$ cat src/rtl/mix_pkg.sv
package mix_pkg;

    // Opcodes in bits 31:25 of the instruction word
    localparam logic [6:0] op_halt    = 7'h00;
    localparam logic [6:0] op_mac     = 7'h40;
    localparam logic [6:0] op_mac_clr = 7'h41;
    localparam logic [6:0] op_write   = 7'h42;
    localparam logic [6:0] op_noop    = 7'h7F;

    localparam int gain_w = 16;   // Gain and sample width
    localparam int prod_w = 32;
    localparam int op_lsb = 25;

    // Queue entry kinds
    typedef enum logic [1:0] {
        mac     = 2'd0,
        mac_clr = 2'd1,
        write   = 2'd2,
        halt    = 2'd3    // Error flag rides in chan bit 0
    } entry_kind_t;

endpackage

$ cat src/rtl/mac_if.sv
`timescale 1ns/100ps

interface mac_if #(
    parameter int chan_w = 3
);

    import mix_pkg::*;

    logic                     push;
    entry_kind_t              kind;
    logic signed [prod_w-1:0] product;
    logic [chan_w-1:0]        chan;
    logic [2:0]               shift;

    logic                     pop;
    logic                     empty;
    logic [7:0]               level;   // Room for depth up to 255

    entry_kind_t              head_kind;
    logic signed [prod_w-1:0] head_product;
    logic [chan_w-1:0]        head_chan;
    logic [2:0]               head_shift;

    modport producer (
        output push, kind, product, chan, shift,
        input  level
    );

    modport queue (
        input  push, kind, product, chan, shift, pop,
        output empty, level, head_kind, head_product, head_chan, head_shift
    );

    modport consumer (
        output pop,
        input  empty, head_kind, head_product, head_chan, head_shift
    );

endinterface

$ cat src/rtl/mac_queue.sv
`timescale 1ns/100ps

module mac_queue #(
    parameter int chan_w = 3,
    parameter int depth  = 8
) (
    input logic  ck,
    input logic  reset,
    mac_if.queue mq
);

    import mix_pkg::*;

    localparam int ptr_w = (depth > 1) ? $clog2(depth) : 1;
    localparam int cnt_w = $clog2(depth + 1);

    entry_kind_t              kind_mem  [depth];
    logic signed [prod_w-1:0] prod_mem  [depth];
    logic [chan_w-1:0]        chan_mem  [depth];
    logic [2:0]               shift_mem [depth];

    logic [ptr_w-1:0] wr_ptr;
    logic [ptr_w-1:0] rd_ptr;
    logic [cnt_w-1:0] count;

    // Wraps at depth, which need not be a power of two
    function automatic logic [ptr_w-1:0] next_ptr(input logic [ptr_w-1:0] p);
        return (p == ptr_w'(depth - 1)) ? '0 : p + 1'b1;
    endfunction

    always_ff @(posedge ck) begin
        if (mq.push) begin
            kind_mem[wr_ptr]  <= mq.kind;
            prod_mem[wr_ptr]  <= mq.product;
            chan_mem[wr_ptr]  <= mq.chan;
            shift_mem[wr_ptr] <= mq.shift;
        end
    end

    always_ff @(posedge ck) begin
        if (!reset) begin
            wr_ptr <= '0;
            rd_ptr <= '0;
            count  <= '0;
        end else begin
            if (mq.push)
                wr_ptr <= next_ptr(wr_ptr);
            if (mq.pop)
                rd_ptr <= next_ptr(rd_ptr);
            case ({mq.push, mq.pop})
                2'b10:   count <= count + 1'b1;
                2'b01:   count <= count - 1'b1;
                default: ;
            endcase
        end
    end

    assign mq.empty        = (count == '0);
    assign mq.level        = 8'(count);
    assign mq.head_kind    = kind_mem[rd_ptr];
    assign mq.head_product = prod_mem[rd_ptr];
    assign mq.head_chan    = chan_mem[rd_ptr];
    assign mq.head_shift   = shift_mem[rd_ptr];

endmodule

$ cat src/rtl/mix_accum.sv
`timescale 1ns/100ps

module mix_accum #(
    parameter int chan_w = 3,
    parameter int acc_w  = 40
) (
    input  logic                        ck,
    input  logic                        reset,
    input  logic                        out_ready,
    mac_if.consumer                     mq,
    output logic                        out_we,
    output logic [chan_w-1:0]           out_addr,
    output logic [mix_pkg::gain_w-1:0]  out_audio,
    output logic                        done,
    output logic                        error
);

    import mix_pkg::*;

    logic signed [acc_w-1:0] acc;
    logic signed [acc_w-1:0] addend;
    logic                    stall;

    // 16-bit window at 4*s, shift 7 reads as zero
    function automatic logic [gain_w-1:0] acc_slice(
        input logic [acc_w-1:0] a,
        input logic [2:0]       s
    );
        logic [acc_w-1:0] shifted;
        shifted = a >> (4 * s);
        return (s == 3'd7) ? '0 : shifted[gain_w-1:0];
    endfunction

    assign addend = {{(acc_w - prod_w){mq.head_product[prod_w-1]}}, mq.head_product};

    // Pending write blocks the queue
    assign stall  = out_we && !out_ready;
    assign mq.pop = !mq.empty && !stall && !done;

    always_ff @(posedge ck) begin
        if (!reset) begin
            acc    <= '0;
            out_we <= 1'b0;
            done   <= 1'b0;
            error  <= 1'b0;
        end else begin
            if (out_we && out_ready)
                out_we <= 1'b0;
            if (mq.pop) begin
                case (mq.head_kind)
                    mac:     acc <= acc + addend;
                    mac_clr: acc <= addend;
                    write:   out_we <= 1'b1;   // Overrides the clear above
                    halt: begin
                        done <= 1'b1;
                        if (mq.head_chan[0])
                            error <= 1'b1;
                    end
                endcase
            end
        end
    end

    // Held steady while out_ready is low since pop is blocked
    always_ff @(posedge ck) begin
        if (mq.pop && mq.head_kind == write) begin
            out_addr  <= mq.head_chan;
            out_audio <= acc_slice(acc, mq.head_shift);
        end
    end

endmodule

$ cat src/rtl/mix_fetch.sv
`timescale 1ns/100ps

module mix_fetch #(
    parameter int frame_w = 4,
    parameter int chan_w  = 3,
    parameter int code_w  = 8,
    parameter int depth   = 8
) (
    input  logic                        ck,
    input  logic                        reset,
    input  logic [frame_w-1:0]          frame,
    output logic [code_w-1:0]           coef_addr,
    input  logic [31:0]                 coef_data,
    output logic [chan_w+frame_w-1:0]   audio_raddr,
    input  logic [mix_pkg::gain_w-1:0]  audio_in,
    mac_if.producer                     mq
);

    import mix_pkg::*;

    logic [6:0]         opcode;
    logic [gain_w-1:0]  word_gain;
    logic [chan_w-1:0]  word_chan;
    logic [frame_w-1:0] word_offset;

    logic stop;      // Halt or bad opcode seen
    logic stall;
    logic issue;
    logic fetch_v;   // coef_data belongs to a live fetch

    // Decoded instruction
    logic               ir_v;
    entry_kind_t        ir_kind;
    logic [gain_w-1:0]  ir_gain;
    logic [chan_w-1:0]  ir_chan;
    logic [frame_w-1:0] ir_offset;

    // Sample address on the bus
    logic               a_v;
    entry_kind_t        a_kind;
    logic [gain_w-1:0]  a_gain;
    logic [chan_w-1:0]  a_chan;
    logic [2:0]         a_shift;

    // Sample arriving
    logic                     b_v;
    entry_kind_t              b_kind;
    logic signed [gain_w-1:0] b_gain;
    logic [chan_w-1:0]        b_chan;
    logic [2:0]               b_shift;

    assign opcode      = coef_data[31:op_lsb];
    assign word_gain   = coef_data[gain_w-1:0];
    assign word_chan   = coef_data[gain_w +: chan_w];
    assign word_offset = coef_data[gain_w+chan_w +: frame_w];

    // Leaves room for the words already in the pipe
    assign stall = mq.level >= 8'(depth - 4);
    assign issue = !stop && !stall;

    always_ff @(posedge ck) begin
        if (!reset) begin
            coef_addr <= '0;
            fetch_v   <= 1'b0;
        end else begin
            fetch_v <= issue;
            if (issue)
                coef_addr <= coef_addr + 1'b1;
        end
    end

    always_ff @(posedge ck) begin
        if (!reset) begin
            stop <= 1'b0;
            ir_v <= 1'b0;
        end else begin
            ir_v <= 1'b0;
            if (fetch_v && !stop) begin
                case (opcode)
                    op_mac, op_mac_clr, op_write: ir_v <= 1'b1;
                    op_noop: ;                         // Never queued
                    default: begin
                        ir_v <= 1'b1;
                        stop <= 1'b1;
                    end
                endcase
            end
        end
    end

    always_ff @(posedge ck) begin
        ir_gain   <= word_gain;
        ir_offset <= word_offset;
        ir_chan   <= word_chan;
        case (opcode)
            op_mac:     ir_kind <= mac;
            op_mac_clr: ir_kind <= mac_clr;
            op_write:   ir_kind <= write;
            default: begin
                ir_kind <= halt;
                ir_chan <= chan_w'(opcode != op_halt);   // Error flag
            end
        endcase
    end

    always_ff @(posedge ck) begin
        if (!reset) begin
            a_v     <= 1'b0;
            b_v     <= 1'b0;
            mq.push <= 1'b0;
        end else begin
            a_v     <= ir_v;
            b_v     <= a_v;
            mq.push <= b_v;
        end
    end

    always_ff @(posedge ck) begin
        // Address only moves for a live instruction
        if (ir_v) begin
            audio_raddr <= {ir_chan, frame + ir_offset};
            a_kind      <= ir_kind;
            a_gain      <= ir_gain;
            a_chan      <= ir_chan;
            a_shift     <= ir_offset[2:0];
        end
        b_kind  <= a_kind;
        b_gain  <= a_gain;
        b_chan  <= a_chan;
        b_shift <= a_shift;

        mq.product <= b_gain * $signed(audio_in);
        mq.kind    <= b_kind;
        mq.chan    <= b_chan;
        mq.shift   <= b_shift;
    end

endmodule

$ cat src/rtl/mixer_top.sv
`timescale 1ns/100ps

module mixer_top #(
    parameter int frame_w = 4,
    parameter int chan_w  = 3,
    parameter int code_w  = 8,
    parameter int acc_w   = 40,
    parameter int depth   = 8
) (
    input  logic                        ck,
    input  logic                        reset,
    input  logic [frame_w-1:0]          frame,
    output logic [code_w-1:0]           coef_addr,
    input  logic [31:0]                 coef_data,
    output logic [chan_w+frame_w-1:0]   audio_raddr,
    input  logic [mix_pkg::gain_w-1:0]  audio_in,
    input  logic                        out_ready,
    output logic                        out_we,
    output logic [chan_w-1:0]           out_addr,
    output logic [mix_pkg::gain_w-1:0]  out_audio,
    output logic                        done,
    output logic                        error
);

    mac_if #(.chan_w(chan_w)) mq ();

    mix_fetch #(
        .frame_w (frame_w),
        .chan_w  (chan_w),
        .code_w  (code_w),
        .depth   (depth)
    ) fetch0 (
        .ck          (ck),
        .reset       (reset),
        .frame       (frame),
        .coef_addr   (coef_addr),
        .coef_data   (coef_data),
        .audio_raddr (audio_raddr),
        .audio_in    (audio_in),
        .mq          (mq.producer)
    );

    mac_queue #(.chan_w(chan_w), .depth(depth)) queue0 (
        .ck    (ck),
        .reset (reset),
        .mq    (mq.queue)
    );

    mix_accum #(.chan_w(chan_w), .acc_w(acc_w)) accum0 (
        .ck        (ck),
        .reset     (reset),
        .out_ready (out_ready),
        .mq        (mq.consumer),
        .out_we    (out_we),
        .out_addr  (out_addr),
        .out_audio (out_audio),
        .done      (done),
        .error     (error)
    );

endmodule

$ cat config.mk
export PLATFORM = sky130hd
export DESIGN_NAME = mixer_top
export DESIGN_NICKNAME = d
export VERILOG_FILES = /design/src/rtl/mix_pkg.sv /design/src/rtl/mac_if.sv /design/src/rtl/mac_queue.sv /design/src/rtl/mix_accum.sv /design/src/rtl/mix_fetch.sv /design/src/rtl/mixer_top.sv
export SDC_FILE = /design/constraint.sdc
export NUM_CORES = 1
export LEC_CHECK = 0
export BUFFER_PORTS_ARGS = -buffer_cell sky130_fd_sc_hd__buf_2
export CORE_ASPECT_RATIO = 0.7
export CORE_MARGIN = 2
export CORE_UTILIZATION = 35
export DETAILED_ROUTE_END_ITERATION = 12
export GPL_TIMING_DRIVEN = 0
export RECOVER_POWER = 25
export SLEW_MARGIN = 40
export SYNTH_ARGS = -nofsm -noshare
export SYNTH_HDL_FRONTEND = slang
export SYNTH_HIERARCHICAL = 1
export SYNTH_SLANG_ARGS = --single-unit
$ cat constraint.sdc
create_clock -name ck -period 16.6 [get_ports ck]
set_input_delay 0.83 -clock ck [delete_from_list [all_inputs] [get_ports ck]]
set_output_delay 0.83 -clock ck [all_outputs]
set_load 0.01 [all_outputs]
## Word-level counts from Yosys, hierarchy flattened

Memory sizes are Yosys's and may differ from the RTL's. A register that Yosys moved wholly into a read port is not among the register bits.
Index checks and enable logic that the tools add are counted.

- Bitwise operators: 1
- Reductions and logical operators: 25
- $mul: 1
- $add $sub $neg: 7
- Magnitude comparators: 1
- Div/mod/pow operators: 0
- Shifts and indexed selects: 1
- Equal/unequal tests: 12
- Muxes and demuxes: 20

Operator list:

| operator | number |
|---|---|
| 40-bit one-hot mux with 2 select lines | 1 |
| 40-bit by 32-bit adder with 40-bit output | 1 |
| 40-bit by 5-bit >> shifter with 16-bit output | 1 |
| 16-bit by 16-bit multiplier with 32-bit output | 1 |
| 3-bit two-way mux | 10 |
| 7-bit equality test (second input constant) | 4 |
| 3-bit equality test (second input constant) | 3 |
| 8-bit by 1-bit adder with 8-bit output (second input constant) | 1 |
| 4-bit one-hot mux with 2 select lines | 1 |
| 2-bit AND reduction | 4 |
| 1-bit logical AND | 7 |
| 1-bit two-way mux | 7 |
| 7-bit nonzero test | 1 |
| 3-bit by 1-bit adder with 3-bit output (second input constant) | 2 |
| 2-bit equality test (second input constant) | 3 |
| 1-bit logical NOT | 6 |
| 2-bit one-hot mux with 3 select lines | 1 |
| 4-bit by 1-bit adder with 4-bit output (second input constant) | 1 |
| 4-bit adder | 1 |
| 2-bit by 1-bit equality test with 1-bit output (second input constant) | 2 |
| 4-bit by 3-bit >= comparator with 1-bit output (second input constant) | 1 |
| 4-bit logical NOT | 1 |
| 2-bit nonzero test | 2 |
| 4-bit OR reduction | 1 |
| 5 further kinds | 5 |

- Register bits after elaboration: 206
- Bits in writable memories: 320
- Bits in latches: 0
- Memories kept: 4
- Bits in read-only memories: 0
- Output and inout port bits: 37
- Logic and storage cells: 106
- Input port bits: 55

Memories:

| name | depth | width | rd ports | clocked after Yosys merged registers in | write ports | line | text |
|---|---|---|---|---|---|---|---|
| queue0.prod_mem | 8 | 32 | 1 | 1 | 1 | mac_queue.sv:18 | `logic signed [prod_w-1:0] prod_mem [depth];` |
| queue0.chan_mem | 8 | 3 | 1 | 1 | 1 | mac_queue.sv:19 | `logic [chan_w-1:0] chan_mem [depth];` |
| queue0.shift_mem | 8 | 3 | 1 | 1 | 1 | mac_queue.sv:20 | `logic [2:0] shift_mem [depth];` |
| queue0.kind_mem | 8 | 2 | 1 | 1 | 1 | mac_queue.sv:17 | `entry_kind_t kind_mem [depth];` |

## Logic depth before layout (Yosys ltp)

- Depth in word-level cells: 7
- Gate-level depth with buffers: 22
- Mapped depth without buffers: 21

## Hierarchy

The synthesis kept the hierarchy.

Modules (own cells, without submodules):

| module | cells an instance | instances | area each (um^2) |
|---|---|---|---|
| mix_fetch | 1,290 | 1 | 13,281.5 |
| mac_queue | 539 | 1 | 13,013.7 |
| mix_accum | 645 | 1 | 5,293.8 |

## Worst setup path before layout

Ideal clock, no wire load.

- Path type: input port to flip-flop
- From: input port audio_in[1] in the netlist's numbering
- To: register fetch0.mq.product[30]
- Library setup time: 129 ps
- Path slack: 10,299 ps
- Path buffers: 2
- Stages: 19
- Arrival time: 6,173 ps
- Path through: clkbuf_1 -> nand2_1 -> inv_1 -> fa_1 -> fa_1 -> fa_1 -> fa_1 -> fa_1 -> inv_1 -> fa_1 -> inv_1 -> ha_1 -> clkbuf_1 -> a21oi_1 -> o21bai_1 -> o22ai_1 -> a2111oi_4 -> or2_1 -> o211ai_1

- Word-level cells in the longest chain between the ends: 1

Ends and longest elaborated chain:

| item | line | text |
|---|---|---|
| start: declaration | mixer_top.sv:16 | `input logic [mix_pkg::gain_w-1:0] audio_in,` |
| 16-bit by 16-bit multiplier with 32-bit output | mix_fetch.sv:132 | `mq.product <= b_gain * $signed(audio_in);` |
| end signal: assignment | mix_fetch.sv:132 |  |
| end: declaration | mac_if.sv:25 | `output push, kind, product, chan, shift,` |

No other way between the ends.
A chain may end at the register's enable or synchronous reset.

## Worst setup path in the final report

- From: register fetch0.b_gain[10]
- To: register fetch0.mq.product[31]

- Word-level cells in the longest chain between the ends: 1

Ends and longest elaborated chain:

| item | line | text |
|---|---|---|
| start: declaration | mix_fetch.sv:48 | `logic signed [gain_w-1:0] b_gain;` |
| start signal: assignment | mix_fetch.sv:128 | `b_gain <= a_gain;` |
| 16-bit by 16-bit multiplier with 32-bit output | mix_fetch.sv:132 |  |

No other way between the ends.

==> flow_summary.toml <==
[run_status]
outcome = "finished, final reports clean"

[job]
max-cap-violations = 0

[clock_tree]
cts_tree = "built"
cts-resized-gates = 0
clock_tree.buffer_depth = 3
post_cts_buffers = 0
cts_root_buf = "clkbuf_16"
htreeDepth = 2
cts.sink_count = 526
holdBufCountCts = 0
cts_made_buffers = 52
cts.reportedPaths.clkPinSlew_ps = 70
clock_latency_ps = 640

[timing]
min_period_ps = 6880
slew_headroom_pct = 45.3
grt_setup_unrepaired = "no"
tightest_slew_ps = 820
hold_violations = 0
hold_slack_ps = 307
fin_skew_ps = 31.5
drv_slew = 0
max_freq_mhz = 145
finalSetupTns_ps = 0
setup_viol = 0
post-route-period-util_pct = 41.4

[critical_path]
critPathLaunchType = "register"
cp_max_fo = 10
end_kind = "register"
slowest_delay_ps = 660
cp_data_arrival_time_ps = 7420
cp_slowest_cell = "dfxtp_1"
critPathRequiredTime_ps = 17150
crit_type = "register to register"
cp_cell_sequence = "clkbuf_1 -> nand2_1 -> fa_1 -> fa_1 -> inv_1 -> fa_1 -> inv_1 -> fa_1 -> fa_1 -> fa_1 -> inv_1 -> ha_1 -> and3_1 -> and3_1 -> nand3_1 -> a31oi_2 -> a211o_1 -> a2111o_1 -> o211ai_1 -> buf_4"
critical_path.most_common_cell = "fa_1"

[routing]
viasPerCell = 5.02
drc = 0
drtAntennaViolNets = 0
vias = 19500
drtPass1Iterations = 5
wirelength_um = 74100
first_iter_violations = 1536
avgRoutedWirePerCell_um = 19.1

[floorplan]
ios = 92
die_w_um = 363
coreArea_mm2 = 0.0897
die_height_um = 255
dieArea_mm2 = 0.0927
rows = 92
initial_utilization_pct = 35.2

[pwr]
power.leakage_nw = 14.4
p_per_area_mw_per_mm2 = 171
p_total_w = 0.00617
vdd_ir_drop_max_mv = 0.270

[final_layout]
syn2layout_area_growth_pct = 13.9
drive_gt1_share_pct = 11.5
postLayoutCoreUtil_pct = 40.1
final_nets = 3110

[global_routing]
grt_antenna_before_repair = 3
grt_usage_pct = 16.3
grt_pass1_wl_um = 116000
grt_max_degree = 26
overflow = 0
first_global_vias = 19800

[synth]
synthCells = 2474
synth-edff-count = 367
yosysUniqueCellTypes = 77
ys_ff_latch = 526
ys_seq_area_share_pct = 45.0
avgSynthCellArea_um2 = 12.8
syn_area_mm2 = 0.0316
yosys_most_used_dff = "edfxtp_1"
yosys_warnings = 6
synthArstFlopShare_pct = 0

[placement]
routabilityCongestion = 0.906
hpwl_um = 56200
io_buffers = 89

[hold_path]
holdCritPathClass = "input pin to register"
-- routing by layer --
layer | up-vias | track usage, % | wire (µm)
li1 | 9014 | - | -
met5 | - | 0 | 0
met3 | 69 | 3.76 | 5440
met2 | 537 | 24.2 | 31600
met4 | 0 | 3.04 | 1050
met1 | 9856 | 24.3 | 36000
-- cells by family (layout without fill, tap and decap cells) --
group,Yosys count,after routing,synth area share (%)
compound gates,360,360,7.53
xor+xnor,76,76,2.11
fa+ha+maj,396,396,22.0
buf+inv,405,631,5.10
flops,526,526,45.0
mux,155,155,9.67
other cells,1,5,0.0119
simple gates,555,555,8.66
-- Yosys cell counts, types with 10 or more instances --
library cell / instances / area [µm²]
a211oi_1: 11 / 82.6
a21boi_0: 11 / 82.6
a21o_1: 32 / 240
a21oi_1: 129 / 646
and2_1: 138 / 863
buf_6: 10 / 113
clkbuf_1: 82 / 308
dfxtp_1: 159 / 3180
edfxtp_1: 367 / 11000
fa_1: 264 / 5290
ha_1: 132 / 1650
inv_1: 304 / 1140
mux2_2: 41 / 462
mux2i_1: 22 / 220
mux4_1: 80 / 2100
mux4_2: 12 / 270
nand2_1: 214 / 803
nand2b_1: 15 / 93.8
nand3_1: 15 / 75.1
nand4_1: 11 / 68.8
nor2_1: 87 / 327
nor2b_1: 24 / 150
nor3_1: 14 / 70.1
o211ai_1: 15 / 113
o21a_1: 13 / 97.6
o21ai_0: 60 / 300
o221ai_1: 10 / 87.6
xnor2_1: 53 / 464
xor2_1: 23 / 201
-- area by class of cell --
| cell class | instances | area (µm²) |
|---|---|---|
| plain buffers | 100 | 465 |
| clock inverters | 27 | 328 |
| flip-flops and latches | 526 | 14200 |
| clock buffers | 71 | 1470 |
| inverters | 305 | 1140 |
| repair buffers | 128 | 1010 |
| well taps | 1175 | 1470 |
| fillers | 8439 | 53700 |
| multi-input cells | 1546 | 15900 |
| diodes | 1 | 2.50 |
-- cell usage in the layout (no fill, tap or decap), types with 17 or more instances in the layout --
cell,n
xnor2_1,53
ha_1,132
mux2_2,41
buf_4,17
xor2_1,23
clkbuf_1,92
a21o_1,32
and2_1,138
buf_2,94
mux4_1,80
edfxtp_1,367
nor2b_1,24
clkbuf_16,53
dfxtp_1,159
o21ai_0,60
a21oi_1,129
nor2_1,80
fa_1,264
inv_1,304
nand2_1,214
mux2i_1,22
-- per-stage QoR --
step | worst slack (ps) | cell area, µm² | std cells
final | 9720 | 36000 | 3879
after global routing | 9240 | 36000 | 3878
after CTS | 9800 | 36000 | 3878
after detailed placement | 9240 | 34200 | 3780
after global placement | 9010 | 33500 | 3741
after floorplan | 10300 | 31600 | 2477
-- where the power goes --
group	leakage, nW	switching, W	internal [W]
logic	8.88	0.00185	0.00130
registers	4.63	0.000162	0.00162
clock network	0.869	0.000531	0.000697
-- critical path, delay by kind of cell, from the launching register on --
family                   cells  cell delay [ps]
flip-flops                   1              660
buffers and inverters        5              930
AND/OR/NAND/NOR              4              760
AO/OA/AOI/OAI                4             1090
adder cells (fa/ha/maj)      7             3340
-- registers in the layout (all words and copies together), names as in the netlist, 3 cells and up, named ones only --
register / flops
accum0/acc: 40
accum0/out_addr: 3
accum0/out_audio: 16
fetch0/a_gain: 16
fetch0/a_shift: 3
fetch0/audio_raddr: 7
fetch0/b_chan: 3
fetch0/b_gain: 16
fetch0/b_shift: 3
fetch0/coef_addr: 8
fetch0/ir_chan: 3
fetch0/ir_gain: 16
fetch0/ir_offset: 4
fetch0/mq.chan: 3
fetch0/mq.product: 32
fetch0/mq.shift: 3
queue0/chan_mem: 24
queue0/count: 4
queue0/kind_mem: 16
queue0/prod_mem: 256
queue0/rd_ptr: 3
queue0/shift_mem: 24
queue0/wr_ptr: 3
-- final timing paths --
path,from,to,slack [ps],cells past startpoint
setup / recovery,fetch0/b_gain[10],fetch0/mq.product[31],9720,20
hold / removal,coef_data[2],fetch0/ir_gain[2],310,1
setup reg to reg,fetch0/b_gain[10],fetch0/mq.product[31],9720,20
hold reg to reg,fetch0/b_shift[0],fetch0/mq.shift[0],330,0
(Power assumes the default switching activity.)
